**src/logic/dump_pkg.sv**
```systemverilog
package dump_pkg;

    localparam int STATUS_W   = 32;
    localparam int CHAR_W     = 8;
    localparam int N_FIELDS   = 9;
    localparam int CHAR_IDX_W = 2;    // Labels are at most 4 chars

    localparam logic [CHAR_W-1:0] CHAR_EQ = 8'h3D;
    localparam logic [CHAR_W-1:0] CHAR_CR = 8'h0D;
    localparam logic [CHAR_W-1:0] CHAR_LF = 8'h0A;

    typedef enum logic [7:0] {
        CMD_NONE        = 8'h00,
        CMD_RUN         = 8'h01,
        CMD_STEP        = 8'h02,
        CMD_READ_MEM    = 8'h44,
        CMD_DUMP_STATUS = 8'h50
    } dbg_cmd_e;

    // Report order
    typedef enum logic [3:0] {
        FIELD_NPC = 4'd0,
        FIELD_PC  = 4'd1,
        FIELD_IR  = 4'd2,
        FIELD_CTL = 4'd3,
        FIELD_A   = 4'd4,
        FIELD_B   = 4'd5,
        FIELD_IMM = 4'd6,
        FIELD_Y   = 4'd7,
        FIELD_MDR = 4'd8
    } dump_field_e;

    typedef enum logic {
        TX_CHAR = 1'b0,    // Character in data[7:0]
        TX_WORD = 1'b1     // Full data word
    } tx_kind_e;

    typedef struct packed {
        logic [STATUS_W-1:0] npc;
        logic [STATUS_W-1:0] pc;
        logic [STATUS_W-1:0] ir;
        logic [STATUS_W-1:0] ctl;
        logic [STATUS_W-1:0] a;
        logic [STATUS_W-1:0] b;
        logic [STATUS_W-1:0] imm;
        logic [STATUS_W-1:0] y;
        logic [STATUS_W-1:0] mdr;
    } dp_status_t;

    typedef struct packed {
        tx_kind_e            kind;
        logic [STATUS_W-1:0] data;
    } tx_item_t;

endpackage

```
**src/logic/dump_sequencer.sv**
```systemverilog
`timescale 1ns/1ps

module dump_sequencer (
    input  logic                              clk,
    input  logic                              rstn,
    input  dump_pkg::dbg_cmd_e                sel_mode,
    input  dump_pkg::dp_status_t              status,
    input  logic [dump_pkg::CHAR_W-1:0]       label_char,
    input  logic                              label_last,
    input  logic                              item_load,
    input  logic                              busy,
    output dump_pkg::dump_field_e             field,
    output logic [dump_pkg::CHAR_IDX_W-1:0]   char_idx,
    output dump_pkg::tx_item_t                item,
    output logic                              item_valid,
    output logic                              abort,
    output logic                              done
);

    typedef enum logic [2:0] {
        IDLE,
        LABEL,
        WORD,
        EOL_CR,
        EOL_LF,
        DRAIN,
        DONE
    } phase_e;

    phase_e phase;
    logic [dump_pkg::STATUS_W-1:0] word;

    assign abort = (sel_mode != dump_pkg::CMD_DUMP_STATUS);

    always_ff @(posedge clk or negedge rstn) begin
        if (!rstn) begin
            phase    <= IDLE;
            field    <= dump_pkg::FIELD_NPC;
            char_idx <= '0;
        end else if (abort) begin
            phase    <= IDLE;    // Restart from the first label next time
            field    <= dump_pkg::FIELD_NPC;
            char_idx <= '0;
        end else begin
            case (phase)
                IDLE: begin
                    phase    <= LABEL;
                    field    <= dump_pkg::FIELD_NPC;
                    char_idx <= '0;
                end
                LABEL: begin
                    if (item_load) begin
                        if (label_last) begin
                            phase    <= WORD;
                            char_idx <= '0;
                        end else begin
                            char_idx <= char_idx + 1'b1;
                        end
                    end
                end
                WORD: begin
                    if (item_load) begin
                        if (field == dump_pkg::dump_field_e'(dump_pkg::N_FIELDS - 1)) begin
                            phase <= EOL_CR;
                        end else begin
                            phase <= LABEL;
                            field <= dump_pkg::dump_field_e'(field + 4'd1);
                        end
                    end
                end
                EOL_CR: if (item_load) phase <= EOL_LF;
                EOL_LF: if (item_load) phase <= DRAIN;
                DRAIN:  if (!busy) phase <= DONE;    // Line feed acknowledged
                default: phase <= phase;             // DONE holds until abort
            endcase
        end
    end

    always_comb begin
        case (field)
            dump_pkg::FIELD_NPC: word = status.npc;
            dump_pkg::FIELD_PC:  word = status.pc;
            dump_pkg::FIELD_IR:  word = status.ir;
            dump_pkg::FIELD_CTL: word = status.ctl;
            dump_pkg::FIELD_A:   word = status.a;
            dump_pkg::FIELD_B:   word = status.b;
            dump_pkg::FIELD_IMM: word = status.imm;
            dump_pkg::FIELD_Y:   word = status.y;
            dump_pkg::FIELD_MDR: word = status.mdr;
            default:             word = '0;
        endcase
    end

    always_comb begin
        item.kind = dump_pkg::TX_CHAR;
        item.data = '0;
        case (phase)
            LABEL:   item.data[dump_pkg::CHAR_W-1:0] = label_char;
            EOL_CR:  item.data[dump_pkg::CHAR_W-1:0] = dump_pkg::CHAR_CR;
            EOL_LF:  item.data[dump_pkg::CHAR_W-1:0] = dump_pkg::CHAR_LF;
            WORD: begin
                item.kind = dump_pkg::TX_WORD;
                item.data = word;
            end
            default: item.data = '0;
        endcase
    end

    assign item_valid = (phase == LABEL) || (phase == WORD) ||
                        (phase == EOL_CR) || (phase == EOL_LF);
    assign done = (phase == DONE);

    // Walk ends on the equals sign and nowhere else
    a_label_end: assert property (@(posedge clk) disable iff (!rstn)
        (phase == LABEL) |-> (label_last == (label_char == dump_pkg::CHAR_EQ)));

endmodule

```
**src/logic/field_label_rom.sv**
```systemverilog
`timescale 1ns/1ps

module field_label_rom (
    input  dump_pkg::dump_field_e              field,
    input  logic [dump_pkg::CHAR_IDX_W-1:0]    char_idx,
    output logic [dump_pkg::CHAR_W-1:0]        label_char,
    output logic                               label_last
);

    logic [3*dump_pkg::CHAR_W-1:0] text;    // Letters, left aligned
    logic [dump_pkg::CHAR_IDX_W-1:0] n_letters;

    always_comb begin
        case (field)
            dump_pkg::FIELD_NPC: begin text = "NPC";          n_letters = 2'd3; end
            dump_pkg::FIELD_PC:  begin text = {"PC", 8'h00};  n_letters = 2'd2; end
            dump_pkg::FIELD_IR:  begin text = {"IR", 8'h00};  n_letters = 2'd2; end
            dump_pkg::FIELD_CTL: begin text = "CTL";          n_letters = 2'd3; end
            dump_pkg::FIELD_A:   begin text = {"A", 16'h0};   n_letters = 2'd1; end
            dump_pkg::FIELD_B:   begin text = {"B", 16'h0};   n_letters = 2'd1; end
            dump_pkg::FIELD_IMM: begin text = "IMM";          n_letters = 2'd3; end
            dump_pkg::FIELD_Y:   begin text = {"Y", 16'h0};   n_letters = 2'd1; end
            dump_pkg::FIELD_MDR: begin text = "MDR";          n_letters = 2'd3; end
            default:             begin text = '0;             n_letters = 2'd0; end
        endcase
    end

    always_comb begin
        if (char_idx < n_letters) begin
            label_last = 1'b0;
            case (char_idx)
                2'd0:    label_char = text[23:16];
                2'd1:    label_char = text[15:8];
                default: label_char = text[7:0];
            endcase
        end else begin
            // Equals sign closes every label, also past the end
            label_char = dump_pkg::CHAR_EQ;
            label_last = 1'b1;
        end
    end

endmodule

```
**src/logic/status_dump.sv**
```systemverilog
`timescale 1ns/1ps

module status_dump (
    input  logic                   clk,
    input  logic                   rstn,
    input  dump_pkg::dbg_cmd_e     sel_mode,
    input  dump_pkg::dp_status_t   status,
    input  logic                   ack_tx,
    output logic                   req_tx,
    output dump_pkg::tx_item_t     item_tx,
    output logic                   done
);

    dump_pkg::dump_field_e             field;
    logic [dump_pkg::CHAR_IDX_W-1:0]   char_idx;
    logic [dump_pkg::CHAR_W-1:0]       label_char;
    logic                              label_last;
    dump_pkg::tx_item_t                item;
    logic                              item_valid;
    logic                              item_load;
    logic                              abort;
    logic                              busy;

    dump_sequencer seq0 (
        .clk        (clk),
        .rstn       (rstn),
        .sel_mode   (sel_mode),
        .status     (status),
        .label_char (label_char),
        .label_last (label_last),
        .item_load  (item_load),
        .busy       (busy),
        .field      (field),
        .char_idx   (char_idx),
        .item       (item),
        .item_valid (item_valid),
        .abort      (abort),
        .done       (done)
    );

    field_label_rom rom0 (
        .field      (field),
        .char_idx   (char_idx),
        .label_char (label_char),
        .label_last (label_last)
    );

    tx_port port0 (
        .clk        (clk),
        .rstn       (rstn),
        .item       (item),
        .item_valid (item_valid),
        .abort      (abort),
        .ack_tx     (ack_tx),
        .item_load  (item_load),
        .busy       (busy),
        .req_tx     (req_tx),
        .item_tx    (item_tx)
    );

endmodule

```
**src/logic/tx_port.sv**
```systemverilog
`timescale 1ns/1ps

module tx_port (
    input  logic                 clk,
    input  logic                 rstn,
    input  dump_pkg::tx_item_t   item,
    input  logic                 item_valid,
    input  logic                 abort,
    input  logic                 ack_tx,
    output logic                 item_load,
    output logic                 busy,
    output logic                 req_tx,
    output dump_pkg::tx_item_t   item_tx
);

    typedef enum logic {
        EMPTY,
        FULL
    } port_state_e;

    port_state_e state;

    assign item_load = item_valid && (state == EMPTY) && !abort;

    always_ff @(posedge clk or negedge rstn) begin
        if (!rstn) begin
            state   <= EMPTY;
            item_tx <= '0;
        end else if (abort) begin
            state <= EMPTY;    // Ack in this cycle is ignored
        end else if (item_load) begin
            state   <= FULL;
            item_tx <= item;
        end else if (state == FULL && ack_tx) begin
            state <= EMPTY;    // Gives the one-cycle low on req_tx
        end
    end

    assign req_tx = (state == FULL);

    // Still holding after this edge
    assign busy = (state == FULL) && !ack_tx;

    a_item_hold: assert property (@(posedge clk) disable iff (!rstn)
        (req_tx && !ack_tx && !abort) |=> (req_tx && $stable(item_tx)));

    // Transmitter must not acknowledge without a request
    a_ack_needs_req: assert property (@(posedge clk) disable iff (!rstn)
        ack_tx |-> req_tx);

endmodule

```
**config.mk**
```make
export PLATFORM = sky130hd
export DESIGN_NAME = status_dump
export DESIGN_NICKNAME = d
export VERILOG_FILES = /design/src/logic/dump_pkg.sv /design/src/logic/dump_sequencer.sv /design/src/logic/field_label_rom.sv /design/src/logic/status_dump.sv /design/src/logic/tx_port.sv
export SDC_FILE = /design/constraint.sdc
export NUM_CORES = 1
export LEC_CHECK = 0
export ABC_AREA = 1
export BUFFER_PORTS_ARGS = -buffer_cell sky130_fd_sc_hd__buf_2
export CAP_MARGIN = 20
export CORE_AREA = 2 2 131 133
export CTS_BUF_LIST = sky130_fd_sc_hd__clkbuf_2
export DETAILED_ROUTE_END_ITERATION = 8
export DIE_AREA = 0 0 133 135
export HOLD_SLACK_MARGIN = 0.03
export PLACE_DENSITY = 0.61
export SKIP_LAST_GASP = 1
export SYNTH_ARGS = -nofsm -noshare
export SYNTH_HDL_FRONTEND = slang
export SYNTH_SLANG_ARGS = --single-unit
```
**constraint.sdc**
```tcl
create_clock -name clk -period 4.9 [get_ports clk]
set_input_delay 0.98 -clock clk [delete_from_list [all_inputs] [get_ports clk]]
set_output_delay 0.98 -clock clk [all_outputs]
set_load 0.01 [all_outputs]
```
# Word level (Yosys, flattened, before mapping)
# Memory sizes are Yosys's and may differ from the RTL's.
# Index checks and enable logic that the tools add are counted.
totals:
  mem_count: 1
  output_inout_bits: 35
  ff_bits: 43
  in_bits: 299
  word_cells: 81
  mem_bits_ro: 320
mem_list:
  columns: ["memory", "depth", "word_bits", "rd", "rd_ports_with_merged_regs", "write_ports", "line_no", "text"]
  rows:
  - ["(no name shown)", 16, 20, 1, 0, 0, "field_label_rom.sv:14", "case (field)"]
classes:
  magnitude_cmp: 1
  n_eq_ne: 23
  n_reduce_logical: 20
  bitwise_logic: 2
  n_mux: 26
  n_addsub: 2
op_table:
  columns: ["op", "count"]
  rows:
  - ["32-bit one-hot mux with 9 select lines", 1]
  - ["8-bit one-hot mux with 4 select lines", 1]
  - ["24-bit two-way mux", 1]
  - ["3-bit two-way mux", 7]
  - ["3-bit by 2-bit inequality test with 1-bit output (second input constant)", 7]
  - ["3-bit one-hot mux with 6 select lines", 1]
  - ["4-bit by 3-bit == test with 1-bit output (second input constant)", 4]
  - ["8-bit one-hot mux with 2 select lines", 1]
  - ["4-bit two-way mux", 3]
  - ["3-bit == test (second input constant)", 3]
  - ["3-bit nonzero test", 3]
  - ["4-bit by 2-bit == test with 1-bit output (second input constant)", 2]
  - ["2-bit two-way mux", 4]
  - ["8-bit two-way mux", 1]
  - ["8-bit by 7-bit inequality test with 1-bit output (second input constant)", 1]
  - ["4-bit one-hot mux with 2 select lines", 1]
  - ["7-bit AND reduction", 1]
  - ["7-bit nonzero test", 1]
  - ["3-bit by 2-bit == test with 1-bit output (second input constant)", 2]
  - ["4-bit by 1-bit adder with 4-bit output (second input constant)", 1]
  - ["4-bit by 1-bit == test with 1-bit output (second input constant)", 1]
  - ["4-bit == test (second input constant)", 1]
  - ["1-bit logical AND", 4]
  - ["4-bit zero test", 1]
  - ["13 further kinds", 21]

# Longest topological paths before layout
# Gate-level depths: netlist (run 1).
logic_depth:
  depth_word: 9
  ltp_mapped: 14
  depth_no_buf: 13

# Cells and area by module
# From an unflattened synthesis (run 1), not the netlist that was laid out.
hier_totals:
  cells_unflattened: 888
  area_unflattened_um2: 4890.9
modules_own_cells:
  columns: ["module", "seq_area_each_um2", "cells_per_inst", "n_inst", "area_each_um2"]
  rows:
  - ["dump_sequencer", 225.2, 651, 1, 3055.4]
  - ["tx_port", 850.8, 151, 1, 1385.1]
  - ["field_label_rom", 0.0, 86, 1, 450.4]

# Worst setup path after synthesis (run 1)
# OpenSTA, ideal clock, no wires.
synth_path:
  kind: "input to register"
  from: "input sel_mode[3]"
  to: "register, netlist name port0.item_tx[10]"
  arrival_ns: 1.949
  t_required_ns: 4.834
  setup_ns: 0.066
  path_buffers: 1
  cell_stages: 8
  setup_slack_ns: 2.885
  cell_sequence: "nor2_1 > nand2_1 > nor2_8 > nand3_4 > nor2_4 > buf_6 > nand2_1 > nand2_1"
synth_between:
  elab_chain_len: 4
  word_cells_on_any_way: 5
  classes_between: "1 x eq/ne; 1 x bitwise; 3 x reduce/logical"
synth_lines:
  columns: ["element", "line_no", "text"]
  rows:
  - ["start: declaration", "status_dump.sv:6", "input dump_pkg::dbg_cmd_e sel_mode,"]
  - ["8-bit by 7-bit inequality test with 1-bit output *", "dump_sequencer.sv:33", "assign abort = (sel_mode != dump_pkg::CMD_DUMP_STATUS);"]
  - ["1-bit zero test", "tx_port.sv:23", "assign item_load = item_valid && (state == EMPTY) && !abort;"]
  - ["1-bit logical AND", "tx_port.sv:23", null]
  - ["2-bit AND reduction (no line) *", null, null]
# Every way passes the cells marked *; elsewhere a longest branch is shown, timed or not.
# A chain may end at the register's enable or synchronous reset.

# Final worst setup path (run 1)
layout_path:
  from: "register seq0.field[0]"
  to: "register seq0.phase[1]"
layout_between:
  elab_chain_len: 5
  word_cells_on_any_way: 9
  classes_between: "1 x order compare; 2 x eq/ne; 4 x mux; 1 x reduce/logical; 1 x memory"
layout_lines:
  columns: ["element", "line_no", "text"]
  rows:
  - ["start: declaration", "dump_sequencer.sv:12", "output dump_pkg::dump_field_e field,"]
  - ["start signal: assignment", "dump_sequencer.sv:38", "field <= dump_pkg::FIELD_NPC;"]
  - ["start signal: assignment", "dump_sequencer.sv:42", "field <= dump_pkg::FIELD_NPC;"]
  - ["start signal: assignment", "dump_sequencer.sv:48", "field <= dump_pkg::FIELD_NPC;"]
  - ["parallel branches: the longest is 5 deep, another holds memory 16 x 20 bit", null, null]
  - ["end signal: assignment", "dump_sequencer.sv:74", "default: phase <= phase;"]
  - ["end: declaration", "dump_sequencer.sv:30", "phase_e phase;"]
# Several ways; the timed one is not identified. The select of a mux whose other input is x is not followed.

==> results.toml, run 1 <==
[power_and_ir_drop]
p_per_area_mw_per_mm2 = 106.0
p_leak_nw = 3.834
peakVddDrop_uv = 68.39

[worst_setup_path]
cp-start-kind = "register"
end_kind = "register"
worstSetupPathType = "register to register"
critPathMaxFanout = 16
critical_path_arrival_ns = 3.13
required_ns = 5.26

[sta]
slew_headroom = 0.4113
rsz0062_at_grt = "no"
setup_viol = 0
timing.final.ws_setup_ns = 2.130
tightestPinTransition_ns = 0.8810
finalHoldViolCount = 0
fin_skew_ns = 0.03454
fin_crit_sh = 0.5654
whs_ns = 0.3691
fin_tns_setup_ns = 0
fin_crit_ns = 2.770
slew_violations = 0
clock.fmax_mhz = 360.9

[global_routing]
grt_pass1_wl_um = 36820
grt_use_total = 0.2647
antenna_found_initial = 11
grt_max_degree = 44
grt_pass1_vias = 6589
overflow = 0

[synthesis]
async_flop_share = 1.000
postSynthAreaPerCell_um2 = 5.507
synth_seq_area_share = 0.2272
yosysTopAreaCell = "nand2_1"
syn_nets = 1169
synth_enable_flop_cells = 0
synth_area_mm2 = 0.004736
yosysTopAreaCellShare = 0.3258
synth_cell_types = 31
synth_seq_cells = 43
synth_cells = 860
synth_warnings = 0
synth.area.top_cells = "nand2_1, dfrtp_1, nand3_1"
synth_top_flop_cell = "dfrtp_1"

[die]
ios = 334
start_util = 0.2886
dieArea_mm2 = 0.01796
dieWidth_um = 133
die_h_um = 135
coreArea_mm2 = 0.01641
rows = 47

[route]
wirelength_um = 24690
vias_per_cell = 4.904
drtAntennaViolNets = 0
initialDrtViolationCount = 412
first_pass_iters = 5
post_drt_wl_per_cell_um = 17.76
num_vias = 6817
route.detailed.drc = 0

[clock_tree]
root_buffer = "clkbuf_2"
path_clk_slew_ns = 0.25
cts-buffers-inserted = 5
h-tree-depth = 2
tritoncts = "done"
ctsHoldBuffers = 0
clock_latency_ns = 0.43
cts_resized = 0
clock-sinks = 43
cts_buffer_depth = 2
post_cts_buffers = 0

[finish]
num-nets-final = 1469
syn_to_final_growth_pct = 38.02
drive_gt1_frac = 0.3204
fillers = 1874

[outcome]
outcome = "completed"

[placed_design]
gp_congestion = 1.061
hpwlAfterDp_um = 19540
place_ws_ns = 2.000
port_buffers = 333

[flow_run]
maxCapViolCount = 0

[worst_hold_path]
hp-class = "primary input to async pin"
-- cells in the mapped netlist (2+ instances only) --
library cell	n
nand2_1	411
nand3_1	124
nor2_1	82
inv_1	45
nand4_1	44
dfrtp_1	43
buf_2	30
a21oi_1	13
ha_1	10
inv_2	10
o21ai_0	7
buf_4	5
nor2_2	4
nor2_4	4
buf_6	3
nand3_2	3
buf_1	2
clkbuf_1	2
inv_4	2
nand2_2	2
nor3_1	2
o21ai_1	2
or2_0	2
-- metrics by stage --
| stage | instances | area (um2) | util | power, mW |
|---|---|---|---|---|
| floorplan | 860 | 4736 | - | 0.3902 |
| global placement | 1372 | 6451 | 0.3932 | 0.5301 |
| detailed placement | 1372 | 6451 | 0.3932 | 0.5292 |
| CTS | 1380 | 6494 | 0.3958 | 0.6981 |
| global route | 1389 | 6534 | 0.3982 | 0.7274 |
| finish | 1390 | 6536 | 0.3984 | 0.6926 |
-- final cells by class --
type | count | area, um2 | area share
flip-flops and latches | 43 | 1076 | 0.1646
clock buffers | 6 | 30.03 | 0.004594
diodes | 9 | 22.52 | 0.003446
repair buffers | 336 | 1702 | 0.2603
well taps | 220 | 275.3 | 0.04211
multi-input cells | 717 | 3199 | 0.4895
inverters | 57 | 219.0 | 0.03350
clock inverters | 2 | 12.51 | 0.001914
-- routing by layer --
metal | global-route usage | part of all wire | vias to the layer above
met3 | 0.05518 | 0.076 | 54
met2 | 0.4657 | 0.49 | 286
met4 | 0.09677 | 0.032 | 4
li1 | - | - | 3352
met5 | 0 | 0.00081 | -
met1 | 0.3191 | 0.40 | 3121
-- critical path, cell delays in order, from the launching register on --
cell	delay, ns
dfrtp_1	0.48
inv_1	0.16
ha_1	0.59
nand2_1	0.18
nand2_1	0.19
o21ai_0	0.15
ha_1	0.30
nand2_1	0.09
nand4_1	0.21
nand3_1	0.21
nand2_1	0.06
nand2_1	0.06
-- state kept, by name (all words and copies together), names as in the netlist --
signal	count
seq0.phase	3
port0.req_tx	1
port0.item_tx	33
seq0.char_idx	2
seq0.field	4
-- cells in the final DEF, fill, tap and decap left out, drive strengths merged --
master,synthesis,layout
nor3,2,2
o21ai,9,9
or2,2,2
o211ai,1,1
nand3b,1,1
clkbuf,3,6
nand3,128,128
nand2,413,413
nor2,91,91
buf,40,336
ha,10,10
clkinvlp,0,1
clkinv,0,1
o311ai,1,1
inv,57,57
dfrtp,43,43
a21oi,13,13
a21boi,1,1
a31oi,1,1
nand4,44,44
diode,0,9
-- kinds of logic after synthesis --
kind of cell / count (synthesis) / synth area share
and+or+nand+nor: 681 / 0.6180
adders and majority gates: 10 / 0.02642
buffers and inverters: 100 / 0.09723
DFF: 43 / 0.2272
AOI/OAI and AO/OA: 26 / 0.03118
-- worst paths after layout --
path	from	to	slack, ns	cells past startpoint
setup / recovery	seq0.field[0]	seq0.phase[1]	2.13	11
hold / removal	rstn	seq0.char_idx[1]	0.37	1
setup reg to reg	seq0.field[0]	seq0.phase[1]	2.13	11
hold reg to reg	port0.item_tx[6]	port0.item_tx[6]	0.51	2
max in group asynchronous	rstn	port0.item_tx[2]	4.02	2
min in group clk	port0.item_tx[6]	port0.item_tx[6]	0.51	2
-- where the power goes --
part / switching (mW) / leakage, nW / internal (mW)
Sequential: 0.000104 / 0.601 / 0.356
Clock: 0.129 / 0.0290 / 0.0363
Combinational: 0.0725 / 3.20 / 0.0987
Total: 0.202 / 3.83 / 0.491
Power figures use the tool's default switching activity.
==> run 2: changes to the inputs <==
--- a/config.mk
+++ b/config.mk
@@ -5,15 +5,15 @@
 export SDC_FILE = /design/constraint.sdc
 export NUM_CORES = 1
 export LEC_CHECK = 0
-export ABC_AREA = 1
+export ABC_AREA = 0
 export BUFFER_PORTS_ARGS = -buffer_cell sky130_fd_sc_hd__buf_2
 export CAP_MARGIN = 20
-export CORE_AREA = 2 2 131 133
+export CORE_AREA = 2 2 129 131
 export CTS_BUF_LIST = sky130_fd_sc_hd__clkbuf_2
 export DETAILED_ROUTE_END_ITERATION = 8
-export DIE_AREA = 0 0 133 135
+export DIE_AREA = 0 0 131 133
 export HOLD_SLACK_MARGIN = 0.03
-export PLACE_DENSITY = 0.61
+export PLACE_DENSITY = 0.59
 export SKIP_LAST_GASP = 1
 export SYNTH_ARGS = -nofsm -noshare
 export SYNTH_HDL_FRONTEND = slang
==> constraint.sdc (replaced) <==
create_clock -name clk -period 2.8 [get_ports clk]
set_input_delay 0.56 -clock clk [delete_from_list [all_inputs] [get_ports clk]]
set_output_delay 0.56 -clock clk [all_outputs]
set_load 0.01 [all_outputs]
==> run 2 against run 1 <==
Effect of this change: routed wire length fell by 9.1%; final cell count fell by 23%; utilization fell by 0.82 points; critical path depth fell by 2; power rose by 81%; synthesized cell count fell by 39%; register-to-register slack got worse by 1.8 ns; largest power group unchanged.
==> results.toml, run 2 <==
[route]
initialDrtViolationCount = 449
vias_per_cell = 5.539
num_vias = 5893
post_drt_wl_per_cell_um = 21.08
wirelength_um = 22430
drtAntennaViolNets = 0
first_pass_iters = 7
route.detailed.drc = 0

[clock_tree]
cts_buffer_depth = 2
path_clk_slew_ns = 0.27
post_cts_buffers = 0
clock-sinks = 43
cts-buffers-inserted = 5
root_buffer = "clkbuf_2"
h-tree-depth = 2
ctsHoldBuffers = 0
tritoncts = "done"
clock_latency_ns = 0.43
cts_resized = 0

[synthesis]
synth_common_cells = "a21oi_1, dfrtp_1, a22o_1"
synth_cells = 527
async_flop_share = 1.000
synth_seq_cells = 43
synth_warnings = 0
synth.area.top_cells = "dfrtp_1, a22o_1, a21oi_1"
yosysMostFrequentCell = "a21oi_1"
synth_enable_flop_cells = 0
synth_top_flop_cell = "dfrtp_1"
synth_cell_types = 59
synth_seq_area_share = 0.2475
syn_nets = 836
postSynthAreaPerCell_um2 = 8.250
yosysTopAreaCellShare = 0.2475
synth_area_mm2 = 0.004348
yosysTopAreaCell = "dfrtp_1"

[sta]
slew_headroom = 0.4467
fin_crit_ns = 2.514
fin_crit_sh = 0.8978
timing.final.ws_setup_ns = 0.2862
finalHoldViolCount = 0
tightestPinTransition_ns = 0.8300
clock.fmax_mhz = 397.8
rsz0062_at_grt = "no"
whs_ns = 0.1784
slew_violations = 0
setup_viol = 0
fin_tns_setup_ns = 0
fin_skew_ns = 0.01080

[finish]
largest_reg_flops = 33
layout_commonest_cell = "buf_2"
reg_top3 = "port0.item_tx (33), seq0.field (4), seq0.phase (3)"
num-nets-final = 1145
syn_to_final_growth_pct = 45.12
final_cells = 1064
regMostFlops = "port0.item_tx"
drive_gt1_frac = 0.4898
fillers = 1742
layout_common_cells = "buf_2, a21oi_1, dfrtp_1, a22o_1, nor2_1"

[placed_design]
dp_cells = 1049
place_ws_ns = 0.3480
gp_congestion = 0.8669
port_buffers = 333
hpwlAfterDp_um = 17900

[die]
ios = 334
dieWidth_um = 131
coreArea_mm2 = 0.01617
die_h_um = 133
start_util = 0.2689
rows = 47
dieArea_mm2 = 0.01742

[worst_setup_path]
reg2reg_depth = 9
cp-start-kind = "register"
rrSetupSlack_ns = 0.29
cpPeakStageDelay_ns = 0.49
worstPathCellList = "inv_1 > ha_2 > buf_4 > nand4bb_1 > o311ai_1 > nand2b_1 > nor3_2 > a31oi_1 > a311oi_1"
reg2reg_to = "seq0.char_idx[0]"
worstSetupPathType = "register to register"
reg2reg_from = "seq0.field[0]"
end_kind = "register"
critical_path_arrival_ns = 2.87
required_ns = 3.16
critPathMaxFanout = 18
cp_slowest_cell = "dfrtp_1"

[global_routing]
grtUsageMet3 = 0.03801
use_met2 = 0.3998
grt_busiest_layer = "met2"
overflow = 0
grt_use_met1 = 0.3154
grt_pass1_vias = 5740
grt_pass1_wl_um = 32620
grt_use_total = 0.2447
grt_max_degree = 51
antenna_found_initial = 7

[outcome]
outcome = "completed"

[power_and_ir_drop]
peakVddDrop_uv = 119.1
p_leak_nw = 3.043
p_per_area_mw_per_mm2 = 198.7

[flow_run]
maxCapViolCount = 0

[worst_hold_path]
hp-class = "primary input to async pin"
## run 2: changes by cell type after synthesis, moves of 36 or more
cell,before,now
nand2_1,411,33
nand4_1,44,2
nand3_1,124,12
inv_1,45,6
nor2_1,82,35
a21oi_1,13,51
a22o_1,0,36
## run 2: area by class of cell
cell class | instances | area [um2] | share of cell area
Clock inverter | 3 | 23.77 | 0.003768
Clock buffer | 5 | 25.02 | 0.003966
Antenna cell | 7 | 17.52 | 0.002776
Sequential cell | 43 | 1079 | 0.1709
Tap cell | 220 | 275.3 | 0.04362
Inverter | 8 | 30.03 | 0.004759
Multi-Input combinational cell | 415 | 2943 | 0.4664
Timing Repair Buffer | 363 | 1917 | 0.3038
## run 2: how the worst max path moves through the flow
stage	from	endpoint	slack, ns	cells past startpoint
final	seq0.field[0]	seq0.char_idx[0]	0.29	9
after global routing	seq0.field[0]	seq0.phase[2]	0.05	10
after CTS	seq0.field[0]	seq0.char_idx[0]	0.29	9
after detailed placement	seq0.field[0]	seq0.char_idx[0]	0.35	9
after global placement	seq0.field[0]	seq0.char_idx[0]	0.42	9
after floorplan	seq0.field[0]	seq0.char_idx[0]	0.25	12
## run 2: routing by layer
metal	wire, um	vias up	share of wire
li1	-	2751	-
met1	9324	2797	0.42
met4	758	2	0.034
met2	10860	294	0.48
met5	8	-	0.00036
met3	1478	49	0.066
## run 2: where the power goes
group          leakage (nW)  total [mW]  switching (mW)  internal [mW]
clock network        0.0256       0.310           0.245         0.0642
logic                  2.42       0.320           0.123          0.198
registers             0.598       0.624        0.000392          0.623
total                  3.04        1.25           0.369          0.885
## run 2: critical path: cells and delay by family (launching register included)
| kind | cells | cell delay, ns |
|---|---|---|
| adders and majority gates | 1 | 0.38 |
| buffers and inverters | 2 | 0.47 |
| and+or+nand+nor | 3 | 0.59 |
| AOI/OAI and AO/OA | 3 | 0.50 |
| DFF | 1 | 0.49 |
## run 2: logic make-up (layout without fill, tap and decap cells)
group,after synthesis,after routing,synth area share
AOI/OAI and AO/OA,257,257,0.4360
DFF,43,43,0.2475
other,0,7,0
muxes,29,29,0.07281
and+or+nand+nor,115,115,0.1289
buffers and inverters,69,379,0.07798
adders and majority gates,10,10,0.02878
xor gates and xnor gates,4,4,0.008057
## run 2: stage by stage
stage | utilization | power (mW) | cell area [um2]
finish | 0.3902 | 1.253 | 6310
global route | 0.3900 | 1.322 | 6307
CTS | 0.3891 | 1.269 | 6292
detailed placement | 0.3861 | 0.9525 | 6243
global placement | 0.3861 | 0.9519 | 6243
floorplan | - | 0.7077 | 4348
==> run 3: changes to the inputs <==
--- a/config.mk
+++ b/config.mk
@@ -5,7 +5,7 @@
 export SDC_FILE = /design/constraint.sdc
 export NUM_CORES = 1
 export LEC_CHECK = 0
-export ABC_AREA = 0
+export ABC_AREA = 1
 export BUFFER_PORTS_ARGS = -buffer_cell sky130_fd_sc_hd__buf_2
 export CAP_MARGIN = 20
 export CORE_AREA = 2 2 129 131
@@ -13,7 +13,7 @@
 export DETAILED_ROUTE_END_ITERATION = 8
 export DIE_AREA = 0 0 131 133
 export HOLD_SLACK_MARGIN = 0.03
-export PLACE_DENSITY = 0.59
+export PLACE_DENSITY = 0.62
 export SKIP_LAST_GASP = 1
 export SYNTH_ARGS = -nofsm -noshare
 export SYNTH_HDL_FRONTEND = slang
==> run 3 against run 2 <==
Effect of this change: via count grew 17%; routed wire length is 11% higher; worst setup slack improved by 0.10 ns; sequential share of layout area down 1.0 points; utilization is 2.4 points higher; final cell count rose by 32%; cell area is 6.0% higher; sequential power hardly changed; first-iteration DRC count increased by 20%; global-route usage rose by 3.2 points; non-clock buffer count is 10 lower; flip-flop and latch count unchanged; largest cell class unchanged; highest routed layer unchanged.
==> results.toml, run 3 (synthesized netlist as in run 1, its figures left out) <==
[outcome]
outcome = "completed"

[sta]
timing.final.ws_setup_ns = 0.3905
fin_tns_setup_ns = 0
fin_crit_ns = 2.409
finalHoldViolCount = 0
fin_skew_ns = 0.02759
slew_violations = 0
slew_headroom = 0.5722
clock.fmax_mhz = 415.0
fin_crit_sh = 0.8605
rsz0062_at_grt = "no"
setup_viol = 0
whs_ns = 0.3373
tightestPinTransition_ns = 0.6408

[power_and_ir_drop]
clkPwrFrac = 0.250
p_int_mw = 0.8581
p_leak_nw = 3.923
seq_power_share = 0.505
switching_share = 0.3049
combinationalPowerShare = 0.245
switchingPower_mw = 0.3764
p_per_area_mw_per_mm2 = 184.5
peakVddDrop_uv = 122.5

[worst_setup_path]
cp_slowest_cell = "dfrtp_1"
cpPeakStageDelay_ns = 0.50
reg2reg_from = "seq0.field[0]"
cp-start-kind = "register"
end_kind = "register"
critPathMaxFanout = 27
reg2reg_depth = 12
required_ns = 3.21
critPathLaunch = "seq0.field[0]"
path_common_cell = "nand2_1"
worstSetupPathType = "register to register"
rrSetupSlack_ns = 0.39
critical_path_arrival_ns = 2.82
reg2reg_to = "port0.item_tx[4]"
worstPathCellList = "inv_1 > ha_1 > nand2_1 > inv_2 > nand2_1 > nand2_1 > inv_1 > nand3_1 > nand2_1 > nand3_1 > nand2_1 > inv_1"

[route]
wirelength_um = 24980
vias_per_cell = 4.898
initialDrtViolationCount = 541
route.detailed.drc = 0
drtAntennaViolNets = 0
first_pass_iters = 5
num_vias = 6892
post_drt_wl_per_cell_um = 17.75

[finish]
syn_to_final_growth_pct = 41.29
multiInputGateArea_mm2 = 0.003199
fillers = 1882
layout_commonest_cell = "nand2_1"
layout_common_cells = "nand2_1, buf_2, nand3_1, nor2_1, inv_1"
final_cells = 1407
drive_gt1_frac = 0.3294
regMostFlops = "port0.item_tx"
num-nets-final = 1486
reg_top3 = "port0.item_tx (33), seq0.field (4), seq0.phase (3)"
largest_reg_flops = 33
layout.area.seq_mm2 = 0.001076

[clock_tree]
cts-buffers-inserted = 5
tritoncts = "done"
post_cts_buffers = 0
clock_latency_ns = 0.47
root_buffer = "clkbuf_2"
ctsHoldBuffers = 1
cts_buffer_depth = 2
path_clk_slew_ns = 0.28
cts_resized = 0
clock-sinks = 43
h-tree-depth = 2

[placed_design]
place_ws_ns = 0.4263
hpwlAfterDp_um = 20070
dp_cells = 1389
gp_congestion = 0.9835
port_buffers = 333

[die]
coreArea_mm2 = 0.01617
rows = 47
start_util = 0.2928
die_h_um = 133
ios = 334
dieWidth_um = 131
dieArea_mm2 = 0.01742

[global_routing]
grt_pass1_wl_um = 36750
overflow = 0
antenna_found_initial = 11
grt_pass1_vias = 6554
grt_use_total = 0.2771
grt_max_degree = 38

[worst_hold_path]
hp-class = "primary input to register"
min_to = "port0.req_tx"
whs_path_depth = 4
worstHoldStart = "ack_tx"

[flow_run]
maxCapViolCount = 0
==> run 3: cell types whose count changed in the layout (fill, tap and decap cells not counted), sizes merged, moves of 25 or more <==
cell / previous run / this run
a22o: 36 / 0
nand2: 34 / 413
nand4: 2 / 44
o22ai: 25 / 0
nand3: 12 / 128
a21oi: 52 / 13
inv: 9 / 57
a221oi: 28 / 0
nor2: 37 / 91
==> run 3: metrics by stage <==
stage | power, mW | utilization | cell area [um2]
floorplan | 0.6829 | - | 4736
global placement | 0.9337 | 0.4091 | 6616
detailed placement | 0.9309 | 0.4091 | 6616
CTS | 1.241 | 0.4124 | 6669
global route | 1.300 | 0.4138 | 6691
finish | 1.234 | 0.4138 | 6691
==> run 3: cell type report <==
class | count | share of cell area
Antenna cell | 9 | 0.003366
Clock buffer | 6 | 0.004488
Multi-Input combinational cell | 717 | 0.4781
Clock inverter | 2 | 0.001870
Tap cell | 220 | 0.04114
Timing Repair Buffer | 353 | 0.2775
Sequential cell | 43 | 0.1608
Inverter | 57 | 0.03272
==> run 3: worst max-delay path by stage <==
stage / depth (start not counted) / endpoint / slack (ns)
after detailed placement: 12 / port0.item_tx[4] / 0.43
after floorplan: 13 / port0.item_tx[0] / 0.83
after global routing: 11 / seq0.phase[2] / 0.20
final: 12 / port0.item_tx[4] / 0.39
after CTS: 12 / port0.item_tx[4] / 0.35
after global placement: 11 / port0.item_tx[4] / 0.44
==> run 3: worst max-delay path, delay by kind of cell (launching register included) <==
kind	cells	cell delay (ns)
AND/OR/NAND/NOR	7	0.79
buffers and inverters	4	0.70
flip-flops	1	0.50
adder cells (fa/ha/maj)	1	0.34
==> run 3: routing by layer <==
layer	vias up	wire length [um]	track usage
met4	4	793	0.09338
li1	3394	-	-
met2	307	11800	0.4603
met1	3131	10350	0.3551
met5	-	22	0
met3	56	2013	0.05702
==> run 3: power groups by stage <==
stage	registers (mW)	clock network, mW	logic, mW
6_report	0.623	0.309	0.303
5_1_grt	0.624	0.344	0.332
4_1_cts	0.623	0.317	0.301
3_5_place_dp	0.633	0	0.298
3_3_place_gp	0.633	0	0.301
2_1_floorplan	0.633	0	0.0497
